$ cat src/source/memPkg.sv
package memPkg;

   //////////////////////////////////////////////////
   // Sizes and addresses
   //////////////////////////////////////////////////

   // Array index bits, 1024 words of storage
   localparam int MEM_AWIDTH = 10;
   localparam int MEM_WORDS = 1 << MEM_AWIDTH;

   // KS10 word, bit 0 is the MSB
   typedef logic [0:35] word_t;

   // Physical or IO address, bit 0 is the MSB
   typedef logic [0:19] addr_t;

   // IO address of the Memory Status Register
   localparam addr_t MSR_ADDR = 20'o100000;

   // MSR field positions inside a word
   localparam int MSR_PE = 3;
   localparam int MSR_EE = 4;
   localparam int MSR_PF = 12;
   localparam int MSR_ED = 35;

   //////////////////////////////////////////////////
   // Pipeline types
   //////////////////////////////////////////////////

   // Decoded operation, OP_NONE marks an empty slot
   typedef enum logic [2:0] {
      OP_NONE  = 3'd0,
      OP_MEMRD = 3'd1,
      OP_MEMWR = 3'd2,
      OP_MSRRD = 3'd3,
      OP_MSRWR = 3'd4,
      OP_NXM   = 3'd5
   } memOp_t;

   // Bus request as seen at the pins
   typedef struct packed {
      logic  read;
      logic  write;
      logic  io;
      addr_t addr;
      word_t data;
   } busReq_t;

   // Decode to execute
   typedef struct packed {
      memOp_t                op;
      logic [0:MEM_AWIDTH-1] index;
      word_t                 data;
   } memCmd_t;

   // Execute to respond
   typedef struct packed {
      memOp_t op;
      word_t  data;
   } memRslt_t;

endpackage

$ cat src/source/memRespond.sv
`timescale 1ns/1ps

module memRespond (
   input  logic             clk,
   input  logic             rst,
   input  memPkg::memRslt_t rslt,
   output logic             busACK,
   output logic             busNXM,
   output memPkg::word_t    busOUT
);

   import memPkg::*;

   // Op answered with an acknowledge
   logic isAck;

   // Op that returns data
   logic isRead;

   //////////////////////////////////////////////////
   // Strobe decode
   //////////////////////////////////////////////////

   assign isAck  = (rslt.op == OP_MEMRD) || (rslt.op == OP_MEMWR) ||
                   (rslt.op == OP_MSRRD) || (rslt.op == OP_MSRWR);
   assign isRead = (rslt.op == OP_MEMRD) || (rslt.op == OP_MSRRD);

   //////////////////////////////////////////////////
   // Bus outputs
   //////////////////////////////////////////////////

   always_ff @(posedge clk)
   begin
      if (rst)
      begin
         busACK <= 1'b0;
         busNXM <= 1'b0;
         busOUT <= '0;
      end
      else
      begin
         busACK <= isAck;
         // NXM never acknowledges
         busNXM <= (rslt.op == OP_NXM);
         // Bus idles at zero outside a read reply
         busOUT <= isRead ? rslt.data : '0;
      end
   end

endmodule

$ cat config.mk
export PLATFORM = sky130hd
export DESIGN_NAME = memRespond
export DESIGN_NICKNAME = d
export VERILOG_FILES = /design/src/source/memPkg.sv /design/src/source/memRespond.sv
export SDC_FILE = /design/constraint.sdc
export NUM_CORES = 1
export LEC_CHECK = 0
export BUFFER_PORTS_ARGS = -buffer_cell sky130_fd_sc_hd__buf_4
export CAP_MARGIN = 20
export CELL_PAD_IN_SITES_DETAIL_PLACEMENT = 0
export CELL_PAD_IN_SITES_GLOBAL_PLACEMENT = 1
export CORE_ASPECT_RATIO = 1.4
export CORE_MARGIN = 1
export CORE_UTILIZATION = 30
export DETAILED_ROUTE_END_ITERATION = 6
export PLACE_DENSITY = 0.8
export SYNTH_ARGS = -nofsm -noshare
export SYNTH_HDL_FRONTEND = slang
export SYNTH_SLANG_ARGS = --single-unit
export TNS_END_PERCENT = 1
$ cat constraint.sdc
create_clock -name clk -period 1.34 [get_ports clk]
set_clock_uncertainty 0.05 [all_clocks]
set_input_delay 0 -clock clk [delete_from_list [all_inputs] [get_ports clk]]
set_output_delay 0 -clock clk [all_outputs]
set_load 0.05 [all_outputs]
==> qor.tcl <==
set qor(grt_pass1_vias) 958
set qor(grt_start_max_net_pins) 27
set qor(wire_per_inst_um) 11.8
set qor(clk_transition_reported_paths_ns) 0.07
set qor(tns_ns) 0
set qor(max-clock-path-buffers) 2
set qor(place_hpwl_mm) 1.78
set qor(layout.nets) 247
set qor(max_freq_mhz) 889
set qor(tritoncts.num_buffers) 5
set qor(post_cts.repair.setup_buffers) 0
set qor(antenna-diode-count) 0
set qor(top_level_ports) 79
set qor(drtAntennaViolNets) 0
set qor(final_layout_size_suffix_gt1_share_pct) 42.0
set qor(crit_path_max_incr_delay_ns) 0.54
set qor(crit_required_ns) 1.52
set qor(filler_cell_count) 247
set qor(fp.coreArea_um2) 3380
set qor(critPathSlowestCell) {dlygate4sd3_1}
set qor(cts.sinks) 38
set qor(power_density_nw_per_um2) 1140
set qor(drc_markers) 0
set qor(final.min_clock_period_ns) 1.13
set qor(rsz_0062_raised_after_global_routing) {false}
set qor(timing_worst_slew_pin_value_ns) 0.233
set qor(grt_overflow_total) 0
set qor(run_status) {finished clean}
set qor(crit_chain) {dlygate4sd3_1 -> buf_4 -> nor3b_4 -> buf_4 -> and2_1}
set qor(report.final.hold_viol_count) 0
set qor(crit_type) {primary input to flip-flop}
set qor(cp-start-kind) {primary input}
set qor(report.final.slew_viol_count) 0
set qor(p_leak_nw) 1.05
set qor(synth-warning-count) 0
set qor(post_synthesis_average_cell_area_um2) 13.0
set qor(synth.yosys.seq_area_share_pct) 71.4
set qor(slew-limit-headroom_pct) 84.3
set qor(dieArea_um2) 3800
set qor(placedInstanceArea_um2) 1680
set qor(synthesis.area_um2) 1070
set qor(cp_data_arrival_time_ns) 1.30
set qor(die_height_um) 72.5
set qor(antenna_found_initial) 0
set qor(critical_path_peak_fanout) 26
set qor(count_of_buffers_from_port_buffering) 78
set qor(row_count) 25
set qor(final.setup.worst_slack_ns) 0.215
set qor(drt-total-wl_mm) 2.92
set qor(area.growth.synth_to_final_pct) 105
set qor(cell_seen_most_often_among_critical_path_stages) {buf_4}
set qor(irDropWorstVdd_uv) 755
set qor(crit_path_end_kind) {flip-flop}
set qor(firstDrtPassIters) 4
set qor(mappedNetlistNets) 123
set qor(cts-root-buf) {clkbuf_8}
set qor(cts-htree-levels) 2
set qor(setup_viol) 0
set qor(class_of_the_worst_hold_path) {primary input to flip-flop}
set qor(number_of_distinct_library_cells_after_synthesis) 7
set qor(globalRouteTotalUtil_pct) 15.8
set qor(whs_ns) 0.389
set qor(grt_pass1_wl_mm) 4.15
set qor(fin_area_um2) 2190
set qor(floorplan.initialDensity_pct) 31.6
set qor(clock_tree_from_tritoncts) {yes}
set qor(synth_seq_cells) 38
set qor(gp_congestion) 0.675
set qor(max_cap_violations) 0
set qor(number_of_instances_in_the_synthesized_netlist) 82
set qor(detailedRoute.firstIterationViolations) 13
set qor(die-width_um) 52.4
set qor(min_period_over_period_pct) 84.0
set qor(drt-vias-per-instance) 4.03
set qor(via_count) 996
set qor(post-place-ws_ns) 0.478
[metal layers]
| layer | GRT usage [%] | share of wire (%) | up-vias |
|---|---|---|---|
| met5 | 0 | 0 | - |
| met2 | 28.3 | 52 | 56 |
| met3 | 6.08 | 9.5 | 6 |
| met4 | 8.77 | 2.1 | 0 |
| met1 | 14.7 | 37 | 437 |
| li1 | - | - | 497 |
[repair_timing]
action | CTS | global route
endpoints found under the hold margin | 38 | 0
hold buffers | 40 | 0
setup endpoints to repair | 0 | 0
gates resized for setup | 0 | 0
[Yosys cell counts]
master / n / area, um2
and2_1: 36 / 225
buf_6: 3 / 33.8
dfxtp_1: 38 / 761
nor3_1: 2 / 10.0
nor3b_4: 1 / 18.8
nor4bb_1: 1 / 10.0
o21a_1: 1 / 7.51
[kinds of logic after synthesis]
logic type,synth area share (%)
simple gates,24.8
buf+inv,3.17
compound gates,0.704
flops,71.4
[metrics by stage]
stage | total power [mW] | cells | util, %
2_1_floorplan | 1.34 | 82 | -
3_3_place_gp | 1.48 | 199 | 49.8
3_5_place_dp | 1.49 | 199 | 49.8
4_1_cts | 2.51 | 247 | 64.8
5_1_grt | 2.58 | 247 | 64.8
6_report | 2.49 | 247 | 64.8
[worst max-delay path, delay by kind of cell]
kind,cells,cell delay [ns]
buffers and inverters,3,0.95
and+or+nand+nor,2,0.35
[registers in the layout, indices dropped and copies added, names as in the netlist]
| register | flops |
|---|---|
| busNXM | 1 |
| busACK | 1 |
| busOUT | 36 |
[final cells by class]
cell class	count	area [um2]	share of cell area (%)
clock buffer	7	76.3	3.49
clock inverter	1	30.0	1.37
multi-input combinational	41	272	12.4
sequential	38	761	34.7
tap	40	50.0	2.29
timing repair buffer	120	1000	45.7
[layout by cell type (no fill, tap or decap), drive strengths merged]
cell,synthesis,layout
and2,36,36
nor3,2,2
bufinv,0,1
nor4bb,1,1
o21a,1,1
clkbuf,0,7
dlygate4sd3,0,40
buf,3,80
dfxtp,38,38
nor3b,1,1
[where the power goes]
group | internal, mW | switching, mW
registers | 1.16 | 0.00923
logic | 0.210 | 0.179
clock network | 0.557 | 0.372
total | 1.93 | 0.561
[final timing paths]
kind	startpoint	endpoint	cells past startpoint
max	rslt[38]	busOUT[14]	5
min	rslt[37]	busNXM	3
No activity file was read; power rests on OpenSTA's default activity.
