===== src/source/memPkg.sv =====
package memPkg;

   //////////////////////////////////////////////////
   // Sizes and addresses
   //////////////////////////////////////////////////

   // Array index bits, 1024 words of storage
   localparam int MEM_AWIDTH = 10;
   localparam int MEM_WORDS = 1 << MEM_AWIDTH;

   // KS10 word, bit 0 is the MSB
   typedef logic [0:35] word_t;

   // Physical or IO address, bit 0 is the MSB
   typedef logic [0:19] addr_t;

   // IO address of the Memory Status Register
   localparam addr_t MSR_ADDR = 20'o100000;

   // MSR field positions inside a word
   localparam int MSR_PE = 3;
   localparam int MSR_EE = 4;
   localparam int MSR_PF = 12;
   localparam int MSR_ED = 35;

   //////////////////////////////////////////////////
   // Pipeline types
   //////////////////////////////////////////////////

   // Decoded operation, OP_NONE marks an empty slot
   typedef enum logic [2:0] {
      OP_NONE  = 3'd0,
      OP_MEMRD = 3'd1,
      OP_MEMWR = 3'd2,
      OP_MSRRD = 3'd3,
      OP_MSRWR = 3'd4,
      OP_NXM   = 3'd5
   } memOp_t;

   // Bus request as seen at the pins
   typedef struct packed {
      logic  read;
      logic  write;
      logic  io;
      addr_t addr;
      word_t data;
   } busReq_t;

   // Decode to execute
   typedef struct packed {
      memOp_t                op;
      logic [0:MEM_AWIDTH-1] index;
      word_t                 data;
   } memCmd_t;

   // Execute to respond
   typedef struct packed {
      memOp_t op;
      word_t  data;
   } memRslt_t;

endpackage


===== src/source/memDecode.sv =====
`timescale 1ns/1ps

module memDecode (
   input  logic            clk,
   input  logic            rst,
   input  logic            busREQ,
   input  memPkg::busReq_t busIN,
   output memPkg::memCmd_t cmd
);

   import memPkg::*;

   // Classified operation for this cycle
   memOp_t nextOp;

   // Address falls inside the populated array
   logic inArray;

   // Address hits the MSR
   logic isMsr;

   //////////////////////////////////////////////////
   // Request classification
   //////////////////////////////////////////////////

   assign inArray = (busIN.addr < MEM_WORDS);
   assign isMsr   = (busIN.addr == MSR_ADDR);

   always_comb
   begin
      // No strobe means an empty slot
      nextOp = OP_NONE;
      if (busREQ)
      begin
         if (!busIN.io)
         begin
            // Memory space, past the array is nonexistent
            if (inArray)
               nextOp = busIN.read ? OP_MEMRD : OP_MEMWR;
            else
               nextOp = OP_NXM;
         end
         else if (isMsr)
         begin
            nextOp = busIN.read ? OP_MSRRD : OP_MSRWR;
         end
         // Foreign IO address stays OP_NONE, no reply
      end
   end

   //////////////////////////////////////////////////
   // Command register
   //////////////////////////////////////////////////

   always_ff @(posedge clk)
   begin
      if (rst)
         cmd.op <= OP_NONE;
      else
         cmd.op <= nextOp;
      // Low address bits select the array word
      cmd.index <= busIN.addr[$bits(addr_t)-MEM_AWIDTH +: MEM_AWIDTH];
      cmd.data  <= busIN.data;
   end

endmodule


===== config.mk =====
export PLATFORM = sky130hd
export DESIGN_NAME = memDecode
export DESIGN_NICKNAME = d
export VERILOG_FILES = /design/src/source/memPkg.sv /design/src/source/memDecode.sv
export SDC_FILE = /design/constraint.sdc
export NUM_CORES = 1
export LEC_CHECK = 0
export ABC_AREA = 1
export BUFFER_PORTS_ARGS = -buffer_cell sky130_fd_sc_hd__buf_4
export CAP_MARGIN = 0
export CORE_ASPECT_RATIO = 1.25
export CORE_MARGIN = 5
export CORE_UTILIZATION = 34
export DETAILED_ROUTE_END_ITERATION = 7
export GPL_TIMING_DRIVEN = 0
export PLACE_DENSITY = 0.75
export SYNTH_ARGS = -nofsm -noshare
export SYNTH_HDL_FRONTEND = slang
export SYNTH_SLANG_ARGS = --single-unit

===== constraint.sdc =====
create_clock -name clk -period 0.8 [get_ports clk]
set_input_delay 0.08 -clock clk [delete_from_list [all_inputs] [get_ports clk]]
set_output_delay 0.08 -clock clk [all_outputs]
set_load 0.01 [all_outputs]

==> results.sh, run 1 <==
export IMPL_outcome="finished, violations left"
export IMPL_failed_checks="setup timing"
export IMPL_synthTopCellsByArea="dfxtp_1 (86%), nor2_1 (4.0%), nand2_1 (2.3%)"
export IMPL_grt_max_degree=17
export IMPL_rsz0062_at_grt="yes"
export IMPL_core_um2=3220
export IMPL_tritoncts="done"
export IMPL_fillCellCount=150
export IMPL_finalSetupViolCount=37
export IMPL_initial_core_util_pct=35.3
export IMPL_synth_top_area_share_pct=86.2
export IMPL_yosys_warnings=0
export IMPL_tightest_slew_ns=0.184
export IMPL_crit_path_max_incr_delay_ns=0.36
export IMPL_fin_crit_sh_pct=105
export IMPL_power_density_nw_per_um2=1770
export IMPL_hold_violations=0
export IMPL_p_leak_nw=1.32
export IMPL_ys_ff_latch=49
export IMPL_seq_area_frac_synth_pct=86.2
export IMPL_p_switching_mw=1.10
export IMPL_vias=1259
export IMPL_yosysMostFrequentCell="dfxtp_1"
export IMPL_regMostFlops="cmd"
export IMPL_hold_slack_ns=0.117
export IMPL_drt_pass1_iterations=4
export IMPL_hold_path_end="cmd[47]"
export IMPL_root_buffer="clkbuf_8"
export IMPL_maxCapViolations=0
export IMPL_die_h_um=74.7
export IMPL_worst_path_max_fanout=1
export IMPL_relSlewSlack_pct=87.7
export IMPL_antenna_found_initial=0
export IMPL_power_share_combinational_pct=16.4
export IMPL_insertedDiodeCount=0
export IMPL_vdd_drop_max_v=0.00170
export IMPL_max_freq_ghz=1.20
export IMPL_largest_registers="cmd (49)"
export IMPL_overflow=0
export IMPL_htreeDepth=2
export IMPL_cts_buffers_inserted=5
export IMPL_critical_path_buf_inv_count=1
export IMPL_fin_tns_setup_ns=-0.432
export IMPL_critPathKind="reg2out"
export IMPL_path_clk_slew_ns=0.10
export IMPL_ios=111
export IMPL_synth_flop_cell="dfxtp_1"
export IMPL_netSwitchingFraction_pct=22.2
export IMPL_synthCells=85
export IMPL_end_kind="primary output"
export IMPL_wire_per_inst_um=16.9
export IMPL_grt_pass1_wl_um=7290
export IMPL_drtAntennaViolNets=0
export IMPL_dp_hpwl_um=2720
export IMPL_drive_gt1_share_pct=67.9
export IMPL_ys_async_sr_fraction_pct=0
export IMPL_slew_viol_final=0
export IMPL_grt_pass1_vias=1486
export IMPL_crit_slowest_cell="dfxtp_2"
export IMPL_seqPwrFrac_pct=53.3
export IMPL_synth_area_per_cell_um2=13.4
export IMPL_synth_edff_count=0
export IMPL_largest_register_ffs=49
export IMPL_gr_usage_all_layers_pct=22.6
export IMPL_cp_top_family="flip-flops"
export IMPL_critPathLaunchType="flop"
export IMPL_clock_power_share_pct=30.3
export IMPL_fin_ws_ns=-0.0363
export IMPL_cp_data_required_time_ns=0.72
export IMPL_areaGrowthSynthToFinish_pct=148
export IMPL_drt_vias_per_instance=4.40
export IMPL_fp_dieW_um=61.8
export IMPL_clockBufferDepth=2
export IMPL_arrival_ns=0.76
export IMPL_netlist_cell_type_count=10
export IMPL_place_ws_ns=-0.138
export IMPL_gp_routability_congestion=0.766
export IMPL_port_buffers=109
export IMPL_routed_wl_um=4830
export IMPL_netlist_area_um2=1140
export IMPL_dieArea_um2=4610
export IMPL_hold_path_class="in2reg"
export IMPL_cts_sinks=49
export IMPL_min_path_cells=3
export IMPL_fin_crit_ns=0.836
export IMPL_p_int_mw=3.88
export IMPL_nets=310
export IMPL_synthTopCellsByCount="dfxtp_1 (49), nor2_1 (12), nand2_1 (7)"
export IMPL_route_detailed_drc=0
export IMPL_synth_nets=147
export IMPL_drt_initial_drc_count=19
export IMPL_num_rows=23
export IMPL_synth_top_area_cell="dfxtp_1"
export IMPL_hold_start="busREQ"
export IMPL_crit_chain="buf_6"
power by group through the flow:
| stage | sequential, mW | combinational, mW | clock, mW |
|---|---|---|---|
| after floorplan | 2.72 | 0.0320 | 0 |
| after global placement | 2.65 | 0.521 | 0 |
| after detailed placement | 2.66 | 0.533 | 0 |
| after CTS | 2.64 | 0.791 | 1.54 |
| after global routing | 2.67 | 0.870 | 1.65 |
| final | 2.65 | 0.818 | 1.51 |
worst max-delay path by stage:
| stage | cells after the start | slack (ns) | end | start |
|---|---|---|---|---|
| after global routing | 1 | -0.06 | cmd[29] | cmd[29] |
| after global placement | 6 | -0.09 | cmd[46] | busIN[50] |
| after detailed placement | 6 | -0.14 | cmd[46] | busIN[50] |
| after CTS | 1 | -0.03 | cmd[4] | cmd[4] |
| after floorplan | 5 | 0.08 | cmd[46] | busIN[50] |
| final | 1 | -0.04 | cmd[29] | cmd[29] |
routing by layer:
metal | GRT usage (%) | wire length, µm
met1 | 19.1 | 1380
met2 | 47.1 | 2890
met3 | 6.69 | 419
met4 | 6.84 | 137
met5 | 0 | 0
logic make-up (layout without fill, tap and decap cells):
kind of cell	Yosys count	count (layout)	share of synthesized area [%]
AOI/OAI and AO/OA	3	3	1.32
and+or+nand+nor	28	28	10.9
DFF	49	49	86.2
buffers and inverters	5	169	1.65
cell type report:
class                   count  area (µm²)  area share [%]
repair buffers            156        1470            52.2
flip-flops and latches     49        1040            36.9
multi-input cells          31         141            5.01
clock inverters             2        17.5           0.621
clock buffers               6        82.6            2.93
well taps                  37        46.3            1.64
inverters                   5        18.8           0.665
per-stage QoR:
stage	cells	area, µm²	power (mW)	utilization, %
finish	286	2820	4.98	87.5
global route	286	2820	5.19	87.5
CTS	286	2800	4.97	86.9
detailed placement	231	2000	3.19	62.2
global placement	231	2000	3.17	62.2
floorplan	85	1140	2.75	-
layout by cell type (no fill, tap or decap), drive strengths merged:
master	n
dfxtp	49
nand2	7
dlygate4sd3	47
and2	1
nor2	13
a21oi	3
nand3	4
inv	6
clkbuf	6
clkinv	1
buf	109
or2	1
nand4	2
timing repair:
| item | CTS | global route |
|---|---|---|
| endpoints found under the setup margin | 49 | 52 |
| setup buffers | 0 | 0 |
| hold buffers | 47 | 0 |
| endpoints found under the hold margin | 47 | 0 |
| resized for setup | 84 | 15 |
Power figures use the tool's default switching activity.
==> inputs of run 2 (changes only) <==
--- a/config.mk
+++ b/config.mk
@@ -5,7 +5,6 @@
 export SDC_FILE = /design/constraint.sdc
 export NUM_CORES = 1
 export LEC_CHECK = 0
-export ABC_AREA = 1
 export BUFFER_PORTS_ARGS = -buffer_cell sky130_fd_sc_hd__buf_4
 export CAP_MARGIN = 0
 export CORE_ASPECT_RATIO = 1.25
==> constraint.sdc (replaced) <==
create_clock -name clk -period 0.9 [get_ports clk]
set_input_delay 0.09 -clock clk [delete_from_list [all_inputs] [get_ports clk]]
set_output_delay 0.09 -clock clk [all_outputs]
set_load 0.01 [all_outputs]
==> run 2 against run 1 <==
Effect of this change:
- the flow now finishes without violations
- wire length decreased by 18%
- global-route usage shrank 4.5 points
- critical endpoint is now cmd[48]
- flip-flop and latch count unchanged
- synthesized cell count down 19%
- total power down 16%
- worst setup slack gained 0.079 ns
- combinational power down 20%
- sequential share of layout area rose by 1.2 points
- sequential power down 13%
==> results.sh, run 2 <==
export IMPL_synthTopCellsByCount="dfxtp_1 (49), nor3_1 (4), nand2b_1 (2), nor2_1 (2)"
export IMPL_routed_wl_um=3970
export IMPL_p_leak_nw=1.22
export IMPL_synthTopCellsByArea="dfxtp_1 (87%), nor4_4 (1.9%), nor3_1 (1.8%)"
export IMPL_drtAntennaViolNets=0
export IMPL_largest_registers="cmd (49)"
export IMPL_fin_crit_ns=0.857
export IMPL_yosysMostFrequentCell="dfxtp_1"
export IMPL_synth_flop_cell="dfxtp_1"
export IMPL_min_path_cells=4
export IMPL_seq_area_frac_synth_pct=86.7
export IMPL_slew_viol_final=0
export IMPL_synthCells=69
export IMPL_tritoncts="done"
export IMPL_vias=1138
export IMPL_tightest_slew_ns=0.225
export IMPL_dpl_cell_count=215
export IMPL_ys_async_sr_fraction_pct=0
export IMPL_synth_nets=131
export IMPL_netlist_area_um2=1130
export IMPL_power_density_nw_per_um2=1630
export IMPL_final_cell_mix="buf_4 (109), dfxtp_1 (49), dlygate4sd3_1 (47)"
export IMPL_grt_pass1_wl_um=5840
export IMPL_worst_path_max_fanout=2
export IMPL_relSlewSlack_pct=84.8
export IMPL_htreeDepth=2
export IMPL_post_cts_setup_buffer_count=0
export IMPL_finalSetupViolCount=0
export IMPL_fp_dieW_um=61.6
export IMPL_drt_initial_drc_count=8
export IMPL_gp_routability_congestion=0.750
export IMPL_areaGrowthSynthToFinish_pct=127
export IMPL_yosys_warnings=0
export IMPL_hold_violations=0
export IMPL_initial_core_util_pct=35.1
export IMPL_post_layout_nonfiller_instances=270
export IMPL_die_h_um=74.5
export IMPL_cp_data_required_time_ns=1.11
export IMPL_core_um2=3220
export IMPL_ys_ff_latch=49
export IMPL_cts_buffers_inserted=5
export IMPL_grt_pass1_vias=1335
export IMPL_ios=111
export IMPL_drive_gt1_share_pct=53.2
export IMPL_layout_commonest_cell="buf_4"
export IMPL_root_buffer="clkbuf_8"
export IMPL_critPathLaunchType="input port"
export IMPL_port_buffers=109
export IMPL_synth_edff_count=0
export IMPL_final_util_pct=79.8
export IMPL_route_detailed_drc=0
export IMPL_fillCellCount=197
export IMPL_maxCapViolations=0
export IMPL_nets=294
export IMPL_end_kind="flop"
export IMPL_outcome="finished clean"
export IMPL_synth_area_per_cell_um2=16.4
export IMPL_synth_top_area_share_pct=86.7
export IMPL_insertedDiodeCount=0
export IMPL_overflow=0
export IMPL_wire_per_inst_um=14.7
export IMPL_dieArea_um2=4590
export IMPL_max_freq_ghz=1.17
export IMPL_grt_max_degree=17
export IMPL_hold_path_class="in2reg"
export IMPL_vdd_drop_max_v=0.00141
export IMPL_fin_crit_sh_pct=95.2
export IMPL_regMostFlops="cmd"
export IMPL_cts_sinks=49
export IMPL_antenna_found_initial=0
export IMPL_path_clk_slew_ns=0.08
export IMPL_clockBufferDepth=2
export IMPL_synth_top_area_cell="dfxtp_1"
export IMPL_critPathKind="in2reg"
export IMPL_num_rows=23
export IMPL_drt_pass1_iterations=4
export IMPL_netlist_cell_type_count=16
export IMPL_arrival_ns=1.07
export IMPL_gr_usage_all_layers_pct=18.1
export IMPL_drt_vias_per_instance=4.21
export IMPL_hold_slack_ns=0.0559
export IMPL_largest_register_ffs=49
-- run 2: changes by cell type after synthesis, moves of 2 or more --
cell      change
a21oi_1       -2
inv_1         -5
nand2_1       -7
nand2b_1      +2
nand3_1       -3
nand4_1       -2
nor2_1       -10
nor3_1        +4
-- run 2: power breakdown --
part           switching, mW  internal (mW)  total (mW)
Clock                  0.683          0.551        1.23
Sequential            0.0320           2.28        2.31
Combinational          0.210          0.442       0.652
Total                  0.924           3.27        4.20
-- run 2: per-stage QoR --
| stage | setup TNS (ns) | area [µm²] | power (mW) | worst slack, ns |
|---|---|---|---|---|
| final | 0 | 2570 | 4.20 | 0.0431 |
| after global routing | -0.0818 | 2570 | 4.39 | -0.0630 |
| after CTS | 0 | 2560 | 4.25 | 0.0330 |
| after detailed placement | -0.836 | 2000 | 2.84 | -0.317 |
| after global placement | -0.799 | 2000 | 2.83 | -0.316 |
| after floorplan | -0.0139 | 1130 | 2.44 | -0.0139 |
-- run 2: area by class of cell --
cell class                 instances  area [µm²]  share of cell area (%)
clock inverter                     3        21.3                   0.827
multi-input combinational         20         166                    6.47
sequential                        49         981                    38.1
tap                               37        46.3                    1.80
clock buffer                       5        68.8                    2.68
timing repair buffer             156        1290                    50.1
-- run 2: what timing repair did --
item | CTS | global route
pin swaps | 1 | 1
hold buffers | 47 | 0
gates resized for setup | 1 | 2
setup endpoints to repair | 1 | 2
cloned | 0 | 0
endpoints found under the hold margin | 47 | 0
-- run 2: cells by family after synthesis --
| family | Yosys count | synth area share [%] |
|---|---|---|
| AO/OA/AOI/OAI | 5 | 3.32 |
| flip-flops | 49 | 86.7 |
| AND/OR/NAND/NOR | 15 | 9.96 |
-- run 2: final timing paths --
kind,from,endpoint,slack [ns]
setup / recovery,busIN[37],cmd[48],0.04
hold / removal,rst,cmd[46],0.06
-- run 2: worst max-delay path: stages --
cell	delay [ns]
buf_4	0.12
nor4b_2	0.28
and3_4	0.25
nand4_2	0.10
o31ai_2	0.22
-- run 2: layer usage --
| layer | up-vias | part of all wire [%] | global-route usage (%) |
|---|---|---|---|
| li1 | 556 | - | - |
| met3 | 10 | 13 | 8.33 |
| met4 | 0 | 2.7 | 8.49 |
| met5 | - | 0 | 0 |
| met1 | 497 | 29 | 14.7 |
| met2 | 75 | 56 | 34.7 |
